## src/link_pkg.sv

```systemverilog
`default_nettype none

package link_pkg;

	//////////////////////////////////////////////////
	// Control characters

	localparam logic [7:0] k28_5 = 8'hbc;	// Comma
	localparam logic [7:0] k27_7 = 8'hfb;	// Start of frame
	localparam logic [7:0] k29_7 = 8'hfd;	// End of frame

	localparam int link_w = 32;	// Four characters per word
	localparam int link_k_w = 4;	// One k flag per character

	// K28.5 D21.5 D0.0 D0.0 with the comma in the least significant lane
	localparam logic [link_w-1:0] idle_word = {8'h00, 8'h00, 8'hb5, k28_5};
	localparam logic [link_k_w-1:0] idle_k = 4'b0001;

	//////////////////////////////////////////////////
	// Frame opcodes

	typedef enum logic [7:0] {
		op_write = 8'h01,
		op_read = 8'h02,
		op_write_ack = 8'h81,	// Responses have bit 7 set
		op_read_data = 8'h82,
		op_nack = 8'hff
	} link_op_t;

	//////////////////////////////////////////////////
	// Frame layout

	// Header is sof, opcode, 16 bit address. Data word has no k flags
	localparam int sof_lsb = 0;	// Start or end char
	localparam int op_lsb = 8;
	localparam int addr_lsb = 16;
	localparam int addr_field_w = 16;
	localparam logic [link_k_w-1:0] frame_k = 4'b0001;	// Header and trailer k flags

endpackage

`default_nettype wire

```

## src/apb_pkg.sv

```systemverilog
`default_nettype none

package apb_pkg;

	// Bus sizes on the management side
	localparam int apb_addr_w = 10;
	localparam int apb_data_w = 32;

	// Outcome of the last transfer
	typedef enum logic [1:0] {
		st_ok,
		st_link_down,	// Refused without sending
		st_timeout,	// Far end silent
		st_nack	// Nack, bad frame or wrong opcode
	} bridge_status_t;

endpackage

`default_nettype wire

```

## src/link_monitor.sv

```systemverilog
`timescale 1ns/1ns
`default_nettype none

module link_monitor import link_pkg::*; #(
	parameter int userrdy_delay = 255,
	parameter int idle_run = 16
) (
	input wire rxoutclk,
	input wire rx_reset,
	input wire [link_w-1:0] rx_data,
	input wire [link_k_w-1:0] rx_char_is_k,
	input wire rx_comma_is_aligned,
	output logic link_up
);

	localparam int rdy_w = $clog2(userrdy_delay + 1);
	localparam int run_w = $clog2(idle_run + 1);

	//////////////////////////////////////////////////
	// User ready countdown

	logic [rdy_w-1:0] rdy_count;
	logic user_ready;

	always_ff @(posedge rxoutclk) begin
		if (rx_reset) begin
			rdy_count <= rdy_w'(userrdy_delay);
			user_ready <= 1'b0;
		end else begin
			if (rdy_count != 0)
				rdy_count <= rdy_count - 1'b1;
			if (rdy_count <= 1)	// Last tick of the delay
				user_ready <= 1'b1;
		end
	end

	//////////////////////////////////////////////////
	// Word classification

	logic idle_seen;
	logic hdr_seen;
	logic frame_word;
	logic [1:0] frame_left;	// Data and trailer still to come

	assign idle_seen = rx_comma_is_aligned && rx_data == idle_word && rx_char_is_k == idle_k;
	assign hdr_seen = rx_char_is_k == frame_k && rx_data[sof_lsb +: 8] == k27_7;
	assign frame_word = hdr_seen || frame_left != 0;

	always_ff @(posedge rxoutclk) begin
		if (rx_reset)
			frame_left <= 2'd0;
		else if (frame_left != 0)
			frame_left <= frame_left - 1'b1;
		else if (hdr_seen)
			frame_left <= 2'd2;
	end

	//////////////////////////////////////////////////
	// Link up from a run of aligned idles

	logic [run_w-1:0] run_count;

	always_ff @(posedge rxoutclk) begin
		if (rx_reset || !user_ready || !rx_comma_is_aligned) begin
			link_up <= 1'b0;
			run_count <= '0;
		end else if (link_up) begin
			if (!idle_seen && !frame_word) begin	// Stray word
				link_up <= 1'b0;
				run_count <= '0;
			end
		end else if (idle_seen && frame_left == 0) begin
			if (run_count == run_w'(idle_run - 1))
				link_up <= 1'b1;
			else
				run_count <= run_count + 1'b1;
		end else
			run_count <= '0;	// Anything else restarts the run
	end

endmodule

`default_nettype wire

```

## src/req_framer.sv

```systemverilog
`timescale 1ns/1ns
`default_nettype none

module req_framer import link_pkg::*, apb_pkg::*; (
	input wire rxoutclk,
	input wire rx_reset,

	// Request from the completer
	input wire req_start,
	input wire link_op_t req_op,
	input wire [apb_addr_w-1:0] req_addr,
	input wire [apb_data_w-1:0] req_wdata,

	// To the lane
	output logic [link_w-1:0] tx_data,
	output logic [link_k_w-1:0] tx_char_is_k
);

	typedef enum logic [1:0] {
		fr_idle,
		fr_header,
		fr_data,
		fr_trailer
	} fr_state_t;

	fr_state_t state;

	// Copy of the request
	link_op_t op_q;
	logic [apb_addr_w-1:0] addr_q;
	logic [apb_data_w-1:0] wdata_q;

	//////////////////////////////////////////////////
	// Sequencing

	always_ff @(posedge rxoutclk) begin
		if (rx_reset)
			state <= fr_idle;
		else begin
			case (state)
				fr_idle: begin
					if (req_start)	// Only accepted between frames
						state <= fr_header;
				end
				fr_header: state <= fr_data;
				fr_data: state <= fr_trailer;
				default: state <= fr_idle;
			endcase
		end
	end

	always_ff @(posedge rxoutclk) begin
		if (state == fr_idle && req_start) begin
			op_q <= req_op;
			addr_q <= req_addr;
			wdata_q <= req_wdata;
		end
	end

	//////////////////////////////////////////////////
	// Word mux

	always_comb begin
		tx_data = idle_word;
		tx_char_is_k = idle_k;
		case (state)
			fr_header: begin
				tx_data = '0;
				tx_data[sof_lsb +: 8] = k27_7;
				tx_data[op_lsb +: 8] = op_q;
				tx_data[addr_lsb +: addr_field_w] = addr_field_w'(addr_q);	// Zero padded
				tx_char_is_k = frame_k;
			end
			fr_data: begin
				tx_data = wdata_q;	// Don't care for reads
				tx_char_is_k = '0;
			end
			fr_trailer: begin
				tx_data = '0;
				tx_data[sof_lsb +: 8] = k29_7;
				tx_char_is_k = frame_k;
			end
			default: ;	// Idle word
		endcase
	end

endmodule

`default_nettype wire

```

## src/resp_deframer.sv

```systemverilog
`timescale 1ns/1ns
`default_nettype none

module resp_deframer import link_pkg::*; (
	input wire rxoutclk,
	input wire rx_reset,
	input wire [link_w-1:0] rx_data,
	input wire [link_k_w-1:0] rx_char_is_k,

	// Parsed response
	output logic resp_valid,
	output link_op_t resp_op,
	output logic [link_w-1:0] resp_rdata,
	output logic resp_bad
);

	typedef enum logic [1:0] {
		df_hunt,
		df_data,
		df_trailer
	} df_state_t;

	df_state_t state;

	//////////////////////////////////////////////////
	// Word checks

	logic sof_seen;
	logic eof_ok;
	logic op_known;

	// Any word with a start char in lane 0
	assign sof_seen = rx_char_is_k[0] && rx_data[sof_lsb +: 8] == k27_7;
	assign eof_ok = rx_char_is_k == frame_k && rx_data[sof_lsb +: 8] == k29_7;

	always_comb begin
		case (rx_data[op_lsb +: 8])
			op_write_ack, op_read_data, op_nack: op_known = 1'b1;
			default: op_known = 1'b0;	// Requests are not valid answers
		endcase
	end

	//////////////////////////////////////////////////
	// Parser

	always_ff @(posedge rxoutclk) begin
		if (rx_reset) begin
			state <= df_hunt;
			resp_valid <= 1'b0;
			resp_bad <= 1'b0;
		end else begin
			resp_valid <= 1'b0;
			resp_bad <= 1'b0;
			case (state)
				df_hunt: begin
					if (sof_seen) begin
						if (rx_char_is_k != frame_k || !op_known)
							resp_bad <= 1'b1;	// Stay hunting
						else
							state <= df_data;
					end
				end
				df_data: begin
					if (rx_char_is_k != 0) begin	// Data word carries no k
						resp_bad <= 1'b1;
						state <= df_hunt;
					end else
						state <= df_trailer;
				end
				default: begin
					if (eof_ok)
						resp_valid <= 1'b1;
					else
						resp_bad <= 1'b1;	// Missing trailer
					state <= df_hunt;
				end
			endcase
		end
	end

	// Payload captured as it goes by
	always_ff @(posedge rxoutclk) begin
		if (state == df_hunt && sof_seen)
			resp_op <= link_op_t'(rx_data[op_lsb +: 8]);
		if (state == df_data)
			resp_rdata <= rx_data;
	end

endmodule

`default_nettype wire

```

## src/apb_completer.sv

```systemverilog
`timescale 1ns/1ns
`default_nettype none

module apb_completer import link_pkg::*, apb_pkg::*; #(
	parameter int resp_timeout = 512
) (
	input wire rxoutclk,
	input wire rx_reset,

	// APB completer
	input wire psel,
	input wire penable,
	input wire pwrite,
	input wire [apb_addr_w-1:0] paddr,
	input wire [apb_data_w-1:0] pwdata,
	output logic [apb_data_w-1:0] prdata,
	output logic pready,
	output logic pslverr,

	// Link side
	input wire link_up,
	input wire resp_valid,
	input wire link_op_t resp_op,
	input wire [apb_data_w-1:0] resp_rdata,
	input wire resp_bad,
	output logic req_start,
	output link_op_t req_op,
	output logic [apb_addr_w-1:0] req_addr,
	output logic [apb_data_w-1:0] req_wdata,
	output bridge_status_t last_status
);

	localparam int tmo_w = $clog2(resp_timeout + 1);

	typedef enum logic [1:0] {
		cs_idle,
		cs_send,
		cs_wait,
		cs_done
	} cs_state_t;

	cs_state_t state;
	logic [tmo_w-1:0] tmo_count;
	link_op_t exp_op;

	assign req_start = state == cs_send;	// One cycle, request held
	assign exp_op = req_op == op_write ? op_write_ack : op_read_data;

	//////////////////////////////////////////////////
	// Transfer FSM

	always_ff @(posedge rxoutclk) begin
		if (rx_reset) begin
			state <= cs_idle;
			pready <= 1'b0;
			pslverr <= 1'b0;
			tmo_count <= '0;
			last_status <= st_ok;
		end else begin
			pready <= 1'b0;
			pslverr <= 1'b0;
			case (state)
				cs_idle: begin
					if (psel && !penable) begin	// Setup phase
						if (link_up)
							state <= cs_send;
						else begin
							pready <= 1'b1;
							pslverr <= 1'b1;
							last_status <= st_link_down;
							state <= cs_done;
						end
					end
				end
				cs_send: begin
					tmo_count <= '0;
					state <= cs_wait;
				end
				cs_wait: begin
					tmo_count <= tmo_count + 1'b1;
					if (resp_valid || resp_bad || !link_up ||
						tmo_count == tmo_w'(resp_timeout - 1)) begin
						pready <= 1'b1;
						state <= cs_done;
						if (resp_valid && resp_op == exp_op)
							last_status <= st_ok;
						else begin
							pslverr <= 1'b1;
							if (resp_valid || resp_bad)	// Nack, mismatch or bad frame
								last_status <= st_nack;
							else if (!link_up)
								last_status <= st_link_down;
							else
								last_status <= st_timeout;
						end
					end
				end
				default: state <= cs_idle;	// Access completes here
			endcase
		end
	end

	// Request and read data registers
	always_ff @(posedge rxoutclk) begin
		if (state == cs_idle && psel && !penable) begin
			req_op <= pwrite ? op_write : op_read;
			req_addr <= paddr;
			req_wdata <= pwdata;
		end
		if (state == cs_wait && resp_valid)
			prdata <= resp_rdata;
	end

endmodule

`default_nettype wire

```

## src/apb_link_bridge.sv

```systemverilog
`timescale 1ns/1ns
`default_nettype none

module apb_link_bridge import link_pkg::*, apb_pkg::*; #(
	parameter int userrdy_delay = 255,
	parameter int idle_run = 16,
	parameter int resp_timeout = 512
) (
	input wire rxoutclk,
	input wire rx_reset,

	// Lane receive side
	input wire [link_w-1:0] rx_data,
	input wire [link_k_w-1:0] rx_char_is_k,
	input wire rx_comma_is_aligned,

	// Lane transmit side
	output logic [link_w-1:0] tx_data,
	output logic [link_k_w-1:0] tx_char_is_k,

	// APB completer port
	input wire psel,
	input wire penable,
	input wire pwrite,
	input wire [apb_addr_w-1:0] paddr,
	input wire [apb_data_w-1:0] pwdata,
	output logic [apb_data_w-1:0] prdata,
	output logic pready,
	output logic pslverr,

	// Status
	output logic link_up,
	output bridge_status_t last_status
);

	//////////////////////////////////////////////////
	// Internal wires

	wire req_start;
	wire link_op_t req_op;
	wire [apb_addr_w-1:0] req_addr;
	wire [apb_data_w-1:0] req_wdata;
	wire resp_valid;
	wire link_op_t resp_op;
	wire [link_w-1:0] resp_rdata;
	wire resp_bad;

	link_monitor #(
		.userrdy_delay(userrdy_delay),
		.idle_run(idle_run)
	) monitor (
		.rxoutclk(rxoutclk),
		.rx_reset(rx_reset),
		.rx_data(rx_data),
		.rx_char_is_k(rx_char_is_k),
		.rx_comma_is_aligned(rx_comma_is_aligned),
		.link_up(link_up)
	);

	req_framer framer (
		.rxoutclk(rxoutclk),
		.rx_reset(rx_reset),
		.req_start(req_start),
		.req_op(req_op),
		.req_addr(req_addr),
		.req_wdata(req_wdata),
		.tx_data(tx_data),
		.tx_char_is_k(tx_char_is_k)
	);

	resp_deframer deframer (
		.rxoutclk(rxoutclk),
		.rx_reset(rx_reset),
		.rx_data(rx_data),
		.rx_char_is_k(rx_char_is_k),
		.resp_valid(resp_valid),
		.resp_op(resp_op),
		.resp_rdata(resp_rdata),
		.resp_bad(resp_bad)
	);

	apb_completer #(
		.resp_timeout(resp_timeout)
	) completer (
		.rxoutclk(rxoutclk),
		.rx_reset(rx_reset),
		.psel(psel),
		.penable(penable),
		.pwrite(pwrite),
		.paddr(paddr),
		.pwdata(pwdata),
		.prdata(prdata),
		.pready(pready),
		.pslverr(pslverr),
		.link_up(link_up),
		.resp_valid(resp_valid),
		.resp_op(resp_op),
		.resp_rdata(resp_rdata),
		.resp_bad(resp_bad),
		.req_start(req_start),
		.req_op(req_op),
		.req_addr(req_addr),
		.req_wdata(req_wdata),
		.last_status(last_status)
	);

endmodule

`default_nettype wire

```

## config.mk

```make
export PLATFORM = sky130hd
export DESIGN_NAME = apb_link_bridge
export DESIGN_NICKNAME = d
export VERILOG_FILES = /design/src/link_pkg.sv /design/src/apb_pkg.sv /design/src/link_monitor.sv /design/src/req_framer.sv /design/src/resp_deframer.sv /design/src/apb_completer.sv /design/src/apb_link_bridge.sv
export SDC_FILE = /design/constraint.sdc
export NUM_CORES = 1
export LEC_CHECK = 0
export ABC_AREA = 1
export BUFFER_PORTS_ARGS = -buffer_cell sky130_fd_sc_hd__buf_2
export CORE_ASPECT_RATIO = 0.75
export CORE_MARGIN = 10
export CORE_UTILIZATION = 40
export DETAILED_ROUTE_END_ITERATION = 8
export HOLD_SLACK_MARGIN = 0.1
export PLACE_DENSITY = 0.63
export SLEW_MARGIN = 20
export SYNTH_ARGS = -nofsm -noshare
export SYNTH_HDL_FRONTEND = slang
export SYNTH_SLANG_ARGS = --single-unit
```

## constraint.sdc

```tcl
create_clock -name rxoutclk -period 3.95 [get_ports rxoutclk]
set_clock_uncertainty 0.2 [all_clocks]
set_input_delay 0.79 -clock rxoutclk [delete_from_list [all_inputs] [get_ports rxoutclk]]
set_output_delay 0.79 -clock rxoutclk [all_outputs]
set_load 0.03 [all_outputs]
```

After elaboration in Yosys (flattened, before gate mapping)
Cells that the tools add are included.
{"block": "word_totals", "memories": 0, "in_bits": 84, "ram_bits": 0, "wordCells": 144, "romBits": 0, "output_inout_bits": 73, "latch_bits": 0, "ff_bits": 211}
{"block": "classes", "div_mod_pow": 0, "shifts": 0, "n_mux": 46, "n_mul": 0, "order_cmp": 1, "n_addsub": 4, "bitwise": 0, "n_reduce_logical": 44, "eq_ne": 26}
{"op": "$pmux W32 S3", "count": 1}
{"op": "$eq A8 B8 Y1 const B", "count": 5}
{"op": "$mux W2", "count": 17}
{"op": "$eq A32 B16 Y1 const B", "count": 1}
{"op": "$mux W5", "count": 4}
{"op": "$pmux W10 S2", "count": 1}
{"op": "$mux W1", "count": 16}
{"op": "$logic_and A1 B1 Y1", "count": 14}
{"op": "$pmux W2 S3", "count": 2}
{"op": "$add A10 B1 Y10 const B", "count": 1}
{"op": "$eq A10 B9 Y1 const B", "count": 1}
{"op": "$eq A8 B1 Y1 const B", "count": 1}
{"op": "$eq A8 B8 Y1", "count": 1}
{"op": "$le A8 B1 Y1 const B", "count": 1}
{"op": "$logic_not A2 Y1", "count": 4}
{"op": "$ne A2 B1 Y1 const B", "count": 4}
{"op": "$pmux W2 S2", "count": 2}
{"op": "$reduce_bool A2 Y1", "count": 4}
{"op": "$reduce_bool A8 Y1", "count": 1}
{"op": "$sub A8 B1 Y8 const B", "count": 1}
{"op": "$logic_not A1 Y1", "count": 7}
{"op": "$logic_or A1 B1 Y1", "count": 7}
{"op": "$eq A2 B1 Y1 const B", "count": 3}
{"op": "$eq A2 B2 Y1 const B", "count": 3}
{"op": "other kinds (12)", "count": 19}

Longest topological paths before layout
Gate-level depths: netlist of the first run.
{"block": "logic_depth", "word_depth": 8, "depth_mapped": 12}

By module
From an unflattened synthesis of the first run, not the netlist that was laid out.
{"block": "hier_totals", "hier_cells": 700, "area_unflattened_um2": 8246.7}
{"module": "apb_completer", "cells_per_inst": 224, "area_per_inst_um2": 3299.4, "seq_area_each_um2": 2602.5, "n_inst": 1}
{"module": "req_framer", "cells_per_inst": 186, "area_per_inst_um2": 2212.1, "seq_area_each_um2": 1541.5, "n_inst": 1}
{"module": "resp_deframer", "cells_per_inst": 88, "area_per_inst_um2": 1503.9, "seq_area_each_um2": 1281.2, "n_inst": 1}
{"module": "link_monitor", "cells_per_inst": 202, "area_per_inst_um2": 1231.2, "seq_area_each_um2": 340.3, "n_inst": 1}

Worst setup path before layout of the first run
Ideal clock, no wire load.
{"block": "synth_timing", "kind": "input port to flip-flop", "from": "input psel", "to": "register completer.pslverr", "arrival_time_ns": 3.334, "setup_slack_ns": 0.357, "path_stages": 5, "t_required_ns": 3.691, "path_buffers": 0, "cell_sequence": "nand2_1 > nor2_1 > nand2_1 > a21oi_2 > and2_1"}
{"block": "synth_between", "elab_chain_cells": 3}
{"element": "from (decl)", "line_no": "apb_link_bridge.sv:22", "rtl": "input wire psel,"}
{"element": "$logic_and A1 B1 Y1", "line_no": "apb_completer.sv:64", "rtl": "if (psel && !penable) begin"}
{"element": "$mux W1", "line_no": "apb_completer.sv:64"}
{"element": "$pmux W1 S2", "line_no": "apb_completer.sv:62", "rtl": "case (state)"}
{"element": "to (signal assigned)", "line_no": "apb_completer.sv:56", "rtl": "pslverr <= 1'b0;"}
{"element": "to (signal assigned)", "line_no": "apb_completer.sv:61", "rtl": "pslverr <= 1'b0;"}
{"element": "to (signal assigned)", "line_no": "apb_completer.sv:69", "rtl": "pslverr <= 1'b1;"}
{"element": "to (decl)", "line_no": "apb_completer.sv:18", "rtl": "output logic pslverr,"}
Every way passes these cells.
A chain may end at the register's enable or synchronous reset.

Worst setup path in the final report of the first run
{"block": "layout_timing", "from": "register framer.state[1]", "to": "output tx_data[3]"}
{"block": "layout_between", "elab_chain_cells": 2, "word_cells_on_any_way": 4, "classes_between": "3 x eq/ne; 1 x mux"}
{"element": "from (decl)", "line_no": "req_framer.sv:26", "rtl": "fr_state_t state;"}
{"element": "from (signal assigned)", "line_no": "req_framer.sv:38", "rtl": "state <= fr_idle;"}
{"element": "from (signal assigned)", "line_no": "req_framer.sv:43", "rtl": "state <= fr_header;"}
{"element": "from (signal assigned)", "line_no": "req_framer.sv:45", "rtl": "fr_header: state <= fr_data;"}
{"element": "$eq A2 B2 Y1 / $eq A2 B1 Y1 (equally long branches)", "line_no": "req_framer.sv:66", "rtl": "case (state)"}
{"element": "$pmux W32 S3 (*)", "line_no": "req_framer.sv:66"}
{"element": "to (decl)", "line_no": "apb_link_bridge.sv:18", "rtl": "output logic [link_w-1:0] tx_data,"}
Every way passes the cells marked *; elsewhere a longest branch is shown, timed or not.

==> flow_metrics.env, run 1 <==
export IMPL_outcome="finished, final reports clean"
export IMPL_cts_buffers_inserted=17
export IMPL_min_period_over_period_pct=88.4
export IMPL_antenna_found_initial=3
export IMPL_ant_nets=0
export IMPL_synthFlopType="edfxtp_1"
export IMPL_final_cell_area_sq_mm=0.00924
export IMPL_path_clk_slew_ps=90
export IMPL_setup_violations=0
export IMPL_cts_tree="done"
export IMPL_cp_start_kind="flip-flop"
export IMPL_async_flop_share_pct=0
export IMPL_p_int_mw=3.75
export IMPL_hold_slack_ps=216
export IMPL_cp_slowest_stage_delay_ps=770
export IMPL_ys_types=36
export IMPL_synth_area_per_cell_sq_um=12.5
export IMPL_drc=0
export IMPL_switching_share_pct=33.0
export IMPL_setup_tns_ps=0
export IMPL_yosys_top_cells_count="edfxtp_1 (160), nand2_1 (115), nor2_1 (70), inv_1 (55), dfxtp_1 (39)"
export IMPL_fin_crit_ps=3490
export IMPL_dp_hpwl_microns=11600
export IMPL_ys_ff_latch=199
export IMPL_fillerInstances=1680
export IMPL_nets=871
export IMPL_wl_per_cell_microns=15.3
export IMPL_cts_repair_resized=0
export IMPL_drv_cap=0
export IMPL_comb_power_share_pct=21.7
export IMPL_synth_largest_area_cell="edfxtp_1"
export IMPL_worstPathMaxFanout=19
export IMPL_ir_drop_v=0.000444
export IMPL_synth_edf_count=160
export IMPL_syn_inst=605
export IMPL_core_area_sq_mm=0.0185
export IMPL_maxSlewViolCount=0
export IMPL_worst_slew_pin_slew_ps=1040
export IMPL_first_global_vias=4659
export IMPL_end_kind="output pin"
export IMPL_portBuffers=153
export IMPL_grt_max_degree=46
export IMPL_p_leak_nw=3.58
export IMPL_power_switching_mw=1.85
export IMPL_cp_slowest_cell="ha_1"
export IMPL_post_cts_buffers=0
export IMPL_synth_top_area_share_pct=63.7
export IMPL_path_cells="ha_1 -> buf_4 -> nand3_1 -> nand2_1 -> buf_2"
export IMPL_cts_buffer_depth=2
export IMPL_place_area_sq_mm=0.00861
export IMPL_area_growth_pct=22.5
export IMPL_p_clk_share_pct=30.9
export IMPL_rsz0062_at_grt="false"
export IMPL_gp_congestion=0.794
export IMPL_wl_microns=15800
export IMPL_start_util_pct=40.7
export IMPL_seq_power_share_pct=47.5
export IMPL_min_delay_path_class="reg -> reg"
export IMPL_synth_area_sq_mm=0.00754
export IMPL_clkLatencyLatePin_ps=440
export IMPL_placementRows=43
export IMPL_drtPass1Iterations=4
export IMPL_num_vias=4785
export IMPL_synth_yosys_warnings=0
export IMPL_die_y_microns=139
export IMPL_cts_hold_buf=0
export IMPL_required_ps=2960
export IMPL_grt_pass1_wl_microns=24400
export IMPL_die_x_microns=179
export IMPL_critPathKind="reg -> out"
export IMPL_yosys_cell_count_top_type="edfxtp_1"
export IMPL_ys_seq_area_share_pct=74.1
export IMPL_clock_sinks=199
export IMPL_avgViaCountPerCell=4.63
export IMPL_gr_usage_all_layers_pct=12.6
export IMPL_max_freq_mhz=286
export IMPL_yosys_top_cells_area="edfxtp_1 (64%), dfxtp_1 (10%), nand2_1 (5.7%)"
export IMPL_grt_overflow_total=0
export IMPL_root_buffer="clkbuf_16"
export IMPL_cp_arrival_ps=2500
export IMPL_die_area_sq_mm=0.0248
export IMPL_design_portCount=157
export IMPL_power_density_mw_per_mm2=606
export IMPL_drive_gt1_share_pct=26.5
export IMPL_finalHoldViolCount=0
export IMPL_cts_htree_levels=4
export IMPL_drtIter0Drc=385
export IMPL_slew_headroom_pct=29.9
layout by cell type (no fill, tap or decap), types with 2 or more instances in the layout:
cell / count
a21oi_1: 32
buf_2: 153
buf_4: 6
clkbuf_16: 17
clkinv_4: 3
clkinv_8: 7
conb_1: 3
dfxtp_1: 39
edfxtp_1: 160
ha_1: 15
inv_1: 54
inv_2: 2
inv_8: 4
nand2_1: 115
nand2_2: 2
nand3_1: 30
nand3_2: 4
nand3b_1: 4
nand4_1: 9
nor2_1: 68
nor2_2: 3
nor2_4: 3
nor3_1: 14
nor4_1: 2
o211ai_1: 3
o21ai_0: 16
xnor2_1: 2
xor2_1: 2
per-stage QoR:
stage	power [mW]	util [%]	instances	setup slack, ps
6_report	5.60	49.9	1033	458
5_1_grt	5.89	49.9	1032	225
4_1_cts	5.67	49.9	1032	427
3_5_place_dp	3.93	46.5	1000	910
3_3_place_gp	3.92	46.5	1000	978
2_1_floorplan	3.52	-	607	357
flip-flops by register name, summed over array words and instances (netlist names), 2 cells and up:
signal and flops:
framer.state 2, completer.tmo_count 10, monitor.frame_left 2, deframer.resp_op 8
framer.addr_q 10, monitor.rdy_count 8, completer.last_status 2, framer.op_q 2
completer.req_addr 10, deframer.resp_rdata 32, completer.prdata 32, deframer.state 2
completer.req_op 2, completer.state 2, framer.wdata_q 32, completer.req_wdata 32
monitor.run_count 5
path summary, 6_finish.rpt:
path	start	endpoint	slack [ps]	cells after the start
min	deframer.resp_rdata[25]$_DFFE_PP_	completer.prdata[25]$_DFFE_PP_	220	0
min reg2reg	deframer.resp_rdata[25]$_DFFE_PP_	completer.prdata[25]$_DFFE_PP_	220	0
max reg2reg	framer.state[1]$_SDFFE_PP0P_	framer.addr_q[8]$_DFFE_PP_	1340	5
max	framer.state[1]$_SDFFE_PP0P_	tx_data[3]	460	5
power by group through the flow:
stage / clock network, mW / logic (mW) / registers [mW]
floorplan: 0 / 0.818 / 2.70
global placement: 0 / 1.22 / 2.70
detailed placement: 0 / 1.22 / 2.70
CTS: 1.77 / 1.24 / 2.66
global route: 1.85 / 1.36 / 2.68
finish: 1.73 / 1.21 / 2.66
kinds of logic (layout without fill, tap and decap cells):
family                     after synthesis  in the layout  share of synthesized area, %
DFF                                    199            199                          74.1
buffers and inverters                   70            248                          3.65
and+or+nand+nor                        258            258                          15.1
AOI/OAI and AO/OA                       58             58                          4.18
adders and majority gates               15             15                          2.49
xor gates and xnor gates                 4              4                         0.465
other                                    1              4                        0.0498
worst max-delay path, delay by kind of cell, from the launching register on:
family	cells	cell delay, ps
adder cells (fa/ha/maj)	1	770
buffers and inverters	2	520
flip-flops	1	580
AND/OR/NAND/NOR	2	200
cell type report:
type                    instances  area (sq um)  area share (%)
diodes                          1          2.50          0.0271
clock buffers                  17           425            4.61
clock inverters                15           194            2.10
inverters                      57           214            2.32
multi-input cells             338          1690            18.3
flip-flops and latches        199          5590            60.5
well taps                     247           309            3.35
repair buffers                159           811            8.78
layer usage:
| layer | wire, microns | part of all wire [%] | track usage [%] |
|---|---|---|---|
| met2 | 6390 | 40 | 17.1 |
| met5 | 27 | 0.17 | 0 |
| met1 | 7590 | 48 | 17.2 |
| met4 | 165 | 1.0 | 4.13 |
| met3 | 1650 | 10 | 5.93 |
(Power assumes the default switching activity.)
==> run 2: changes to the inputs <==
--- a/config.mk
+++ b/config.mk
@@ -8,7 +8,6 @@
 export ABC_AREA = 1
 export BUFFER_PORTS_ARGS = -buffer_cell sky130_fd_sc_hd__buf_2
 export CORE_ASPECT_RATIO = 0.75
-export CORE_MARGIN = 10
 export CORE_UTILIZATION = 40
 export DETAILED_ROUTE_END_ITERATION = 8
 export HOLD_SLACK_MARGIN = 0.1
==> flow_metrics.env, run 2 (synthesized netlist as in run 1, its figures left out) <==
export IMPL_outcome="finished, final reports clean"
export IMPL_fillerInstances=1662
export IMPL_cp_start_kind="flip-flop"
export IMPL_cts_tree="done"
export IMPL_r2r_end="framer.op_q[1]$_DFFE_PP_"
export IMPL_place_area_sq_mm=0.00861
export IMPL_gp_congestion=0.798
export IMPL_design_portCount=157
export IMPL_drv_cap=0
export IMPL_path_clk_slew_ps=80
export IMPL_cts_htree_levels=4
export IMPL_layout_common_cells="edfxtp_1 (160), buf_2 (153), nand2_1 (115), nor2_1 (68), inv_1 (55)"
export IMPL_p_leak_nw=3.58
export IMPL_critPathKind="reg -> out"
export IMPL_max_freq_mhz=300
export IMPL_cts_repair_resized=0
export IMPL_timing_rr_start="framer.state[1]$_SDFFE_PP0P_"
export IMPL_placementRows=43
export IMPL_grt_pass1_wl_microns=22700
export IMPL_drive_gt1_share_pct=26.4
export IMPL_path_common_cell="inv_1"
export IMPL_post_cts_buffers=0
export IMPL_cts_buffers_inserted=17
export IMPL_min_delay_path_class="reg -> reg"
export IMPL_grt_overflow_total=0
export IMPL_first_global_vias=4454
export IMPL_die_area_sq_mm=0.0194
export IMPL_maxSlewViolCount=0
export IMPL_rsz0062_at_grt="false"
export IMPL_path_cells="inv_1 -> ha_1 -> inv_1 -> nand3_1 -> buf_2"
export IMPL_start_util_pct=40.8
export IMPL_min_delay_start="deframer.resp_rdata[15]$_DFFE_PP_"
export IMPL_gr_usage_all_layers_pct=15.6
export IMPL_avgViaCountPerCell=4.65
export IMPL_root_buffer="clkbuf_16"
export IMPL_drtPass1Iterations=4
export IMPL_whs_path_depth=0
export IMPL_cts_hold_buf=0
export IMPL_ant_nets=0
export IMPL_finalHoldViolCount=0
export IMPL_dp_hpwl_microns=10400
export IMPL_worst_slew_pin_slew_ps=858
export IMPL_cp_slowest_cell="ha_1"
export IMPL_nets=871
export IMPL_die_x_microns=161
export IMPL_cts_buffer_depth=2
export IMPL_fin_crit_ps=3340
export IMPL_layout_commonest_cell="edfxtp_1"
export IMPL_crit_family="adder cells"
export IMPL_end_kind="output pin"
export IMPL_cp_slowest_stage_delay_ps=730
export IMPL_required_ps=2960
export IMPL_wl_per_cell_microns=13.8
export IMPL_power_density_mw_per_mm2=600
export IMPL_cp_arrival_ps=2350
export IMPL_hold_path_end="completer.prdata[15]$_DFFE_PP_"
export IMPL_portBuffers=153
export IMPL_ir_drop_v=0.000286
export IMPL_clkLatencyLatePin_ps=430
export IMPL_grt_max_degree=43
export IMPL_r2r_slack_ps=1270
export IMPL_drc=0
export IMPL_slew_headroom_pct=42.8
export IMPL_setup_violations=0
export IMPL_antenna_found_initial=0
export IMPL_core_area_sq_mm=0.0185
export IMPL_critical_path_buf_inv_count=3
export IMPL_setup_tns_ps=0
export IMPL_die_y_microns=121
export IMPL_drtIter0Drc=311
export IMPL_clock_sinks=199
export IMPL_area_growth_pct=22.2
export IMPL_worstPathMaxFanout=24
export IMPL_num_vias=4802
export IMPL_antenna_cells=0
export IMPL_rr_worst_depth=5
export IMPL_final_cell_area_sq_mm=0.00921
export IMPL_wl_microns=14200
export IMPL_min_period_over_period_pct=84.5
[run 2: where the power goes]
part / internal, mW / total, mW / switching (mW)
Sequential: 2.56 / 2.65 / 0.0913
Combinational: 0.320 / 1.18 / 0.859
Clock: 0.861 / 1.70 / 0.835
[run 2: through the flow]
stage	hold WS, ps	total power [mW]	cells	util [%]	setup slack [ps]
2_1_floorplan	200	3.52	607	-	357
3_3_place_gp	200	3.87	1000	46.7	1110
3_5_place_dp	205	3.89	1000	46.7	1050
4_1_cts	219	5.59	1032	49.9	569
5_1_grt	226	5.83	1032	49.9	382
6_report	215	5.52	1032	49.9	613
[run 2: worst max path at each step]
stage                                             from  slack, ps                            to  cells past startpoint
final                     framer.state[1]$_SDFFE_PP0P_        610                    tx_data[2]                      5
after global routing      framer.state[1]$_SDFFE_PP0P_        380                    tx_data[2]                      5
after CTS                 framer.state[1]$_SDFFE_PP0P_        570                    tx_data[2]                      5
after detailed placement  framer.state[1]$_SDFFE_PP0P_       1050                    tx_data[2]                      5
after global placement    framer.state[1]$_SDFFE_PP0P_       1110                    tx_data[2]                      5
after floorplan                                   psel        360  completer.pslverr$_SDFF_PP0_                      5
[run 2: final cells by class]
class                   instances  area [sq um]  area share, %
clock buffers                  18           429           4.66
flip-flops and latches        199          5590           60.6
well taps                     247           309           3.35
repair buffers                159           811           8.80
inverters                      57           214           2.32
multi-input cells             338          1690           18.4
clock inverters                14           170           1.85
[run 2: metal layers]
metal	part of all wire (%)	wire length [microns]	vias up	GRT usage, %
li1	-	-	2418	-
met1	47	6750	2246	20.9
met2	46	6560	118	24.0
met3	4.5	640	20	4.27
met4	1.9	266	0	5.95
met5	0	0	-	0
==> run 3: changes to the inputs <==
--- a/config.mk
+++ b/config.mk
@@ -11,7 +11,7 @@
 export CORE_UTILIZATION = 40
 export DETAILED_ROUTE_END_ITERATION = 8
 export HOLD_SLACK_MARGIN = 0.1
-export PLACE_DENSITY = 0.63
+export PLACE_DENSITY = 0.66
 export SLEW_MARGIN = 20
 export SYNTH_ARGS = -nofsm -noshare
 export SYNTH_HDL_FRONTEND = slang
==> constraint.sdc (replaced) <==
create_clock -name rxoutclk -period 2.95 [get_ports rxoutclk]
set_clock_uncertainty 0.2 [all_clocks]
set_input_delay 0.59 -clock rxoutclk [delete_from_list [all_inputs] [get_ports rxoutclk]]
set_output_delay 0.59 -clock rxoutclk [all_outputs]
set_load 0.03 [all_outputs]
==> flow_metrics.env, run 3 (synthesized netlist as in run 1, its figures left out) <==
export IMPL_min_period_over_period_pct=94.2
export IMPL_root_buffer="clkbuf_16"
export IMPL_avgViaCountPerCell=4.67
export IMPL_rsz0062_at_grt="false"
export IMPL_worstPathMaxFanout=16
export IMPL_cp_slowest_stage_delay_ps=450
export IMPL_min_delay_path_class="in -> reg"
export IMPL_outcome="finished, final reports clean"
export IMPL_grt_pass1_wl_microns=23200
export IMPL_die_y_microns=121
export IMPL_layout_common_cells="edfxtp_1 (160), buf_2 (153), nand2_1 (115), nor2_1 (68), inv_1 (55)"
export IMPL_start_util_pct=40.8
export IMPL_cts_tree="done"
export IMPL_cts_buffers_inserted=17
export IMPL_drv_cap=0
export IMPL_nets=873
export IMPL_r2r_slack_ps=890
export IMPL_gp_congestion=0.862
export IMPL_post_cts_buffers=0
export IMPL_die_x_microns=161
export IMPL_path_cells="inv_1 -> ha_1 -> buf_4 -> nor2_1 -> nand2_1 -> buf_2"
export IMPL_fin_crit_ps=2780
export IMPL_num_vias=4829
export IMPL_setup_tns_ps=0
export IMPL_drc=0
export IMPL_die_area_sq_mm=0.0194
export IMPL_clkLatencyLatePin_ps=430
export IMPL_dp_hpwl_microns=10700
export IMPL_layout_commonest_cell="edfxtp_1"
export IMPL_finalHoldViolCount=0
export IMPL_maxSlewViolCount=0
export IMPL_p_leak_nw=3.60
export IMPL_design_portCount=157
export IMPL_portBuffers=153
export IMPL_ant_nets=0
export IMPL_gr_usage_all_layers_pct=15.9
export IMPL_fillerInstances=1594
export IMPL_critPathKind="reg -> out"
export IMPL_required_ps=2160
export IMPL_grt_overflow_total=0
export IMPL_hold_slack_ps=122
export IMPL_cts_buffer_depth=2
export IMPL_antenna_found_initial=1
export IMPL_max_freq_mhz=360
export IMPL_path_clk_slew_ps=80
export IMPL_cp_start_kind="flip-flop"
export IMPL_slew_headroom_pct=61.2
export IMPL_end_kind="output pin"
export IMPL_drtPass1Iterations=4
export IMPL_antenna_cells=0
export IMPL_core_area_sq_mm=0.0185
export IMPL_area_growth_pct=23.1
export IMPL_power_density_mw_per_mm2=811
export IMPL_drtIter0Drc=297
export IMPL_wl_per_cell_microns=14.4
export IMPL_drive_gt1_share_pct=26.8
export IMPL_cts_htree_levels=4
export IMPL_clock_sinks=199
export IMPL_placementRows=43
export IMPL_ir_drop_v=0.000364
export IMPL_cp_arrival_ps=1990
export IMPL_cp_slowest_cell="dfxtp_2"
export IMPL_first_global_vias=4557
export IMPL_worst_slew_pin_slew_ps=581
export IMPL_setup_violations=0
export IMPL_grt_max_degree=45
export IMPL_total_power_mw=7.52
export IMPL_wl_microns=14900
[run 3: per-layer routing]
metal / vias to the layer above / GRT usage (%) / routed length [microns]
li1: 2414 / - / -
met1: 2276 / 21.0 / 6960
met2: 113 / 24.7 / 6850
met3: 24 / 4.37 / 749
met4: 2 / 6.85 / 291
met5: - / 0 / 15
[run 3: final timing paths]
path | endpoint | from | cells after the start
worst max register to register | completer.tmo_count[9]$_SDFFE_PP0N_ | completer.state[0]$_SDFFE_PP0P_ | 11
worst max-delay path | tx_data[4] | framer.state[1]$_SDFFE_PP0P_ | 6
worst min-delay path | completer.req_addr[7]$_DFFE_PP_ | paddr[7] | 1
worst min register to register | framer.wdata_q[14]$_DFFE_PP_ | completer.req_wdata[14]$_DFFE_PP_ | 0
[run 3: through the flow]
stage               area, sq um  setup slack [ps]  util [%]  std cells
finish                     9280               172      50.3       1034
global route               9280              22.9      50.3       1034
CTS                        9280              8.85      50.3       1034
detailed placement         8650               448      46.9       1002
global placement           8650               519      46.9       1002
floorplan                  7550               326         -        607
[run 3: area by class of cell]
cell class | instances | area [sq um] | share of cell area [%]
clock buffers | 17 | 425 | 4.58
clock inverters | 15 | 196 | 2.12
inverters | 57 | 214 | 2.31
multi-input cells | 338 | 1700 | 18.3
flip-flops and latches | 199 | 5590 | 60.2
well taps | 247 | 309 | 3.33
repair buffers | 161 | 851 | 9.17
[run 3: repair_timing]
action,CTS,global route
gates resized for setup,1,1
setup endpoints to repair,9,11
endpoints found under the hold margin,0,0
hold buffers,0,0
[run 3: power breakdown]
| part | total (mW) | switching (mW) | internal (mW) |
|---|---|---|---|
| Sequential | 3.56 | 0.135 | 3.42 |
| Clock | 2.34 | 1.18 | 1.16 |
| Combinational | 1.62 | 1.15 | 0.468 |
| Total | 7.52 | 2.47 | 5.05 |
[run 3: critical path, delay by kind of cell, from the launching register on]
family | cells | cell delay (ps)
adders and majority gates | 1 | 300
buffers and inverters | 3 | 530
and+or+nand+nor | 2 | 280
DFF | 1 | 450
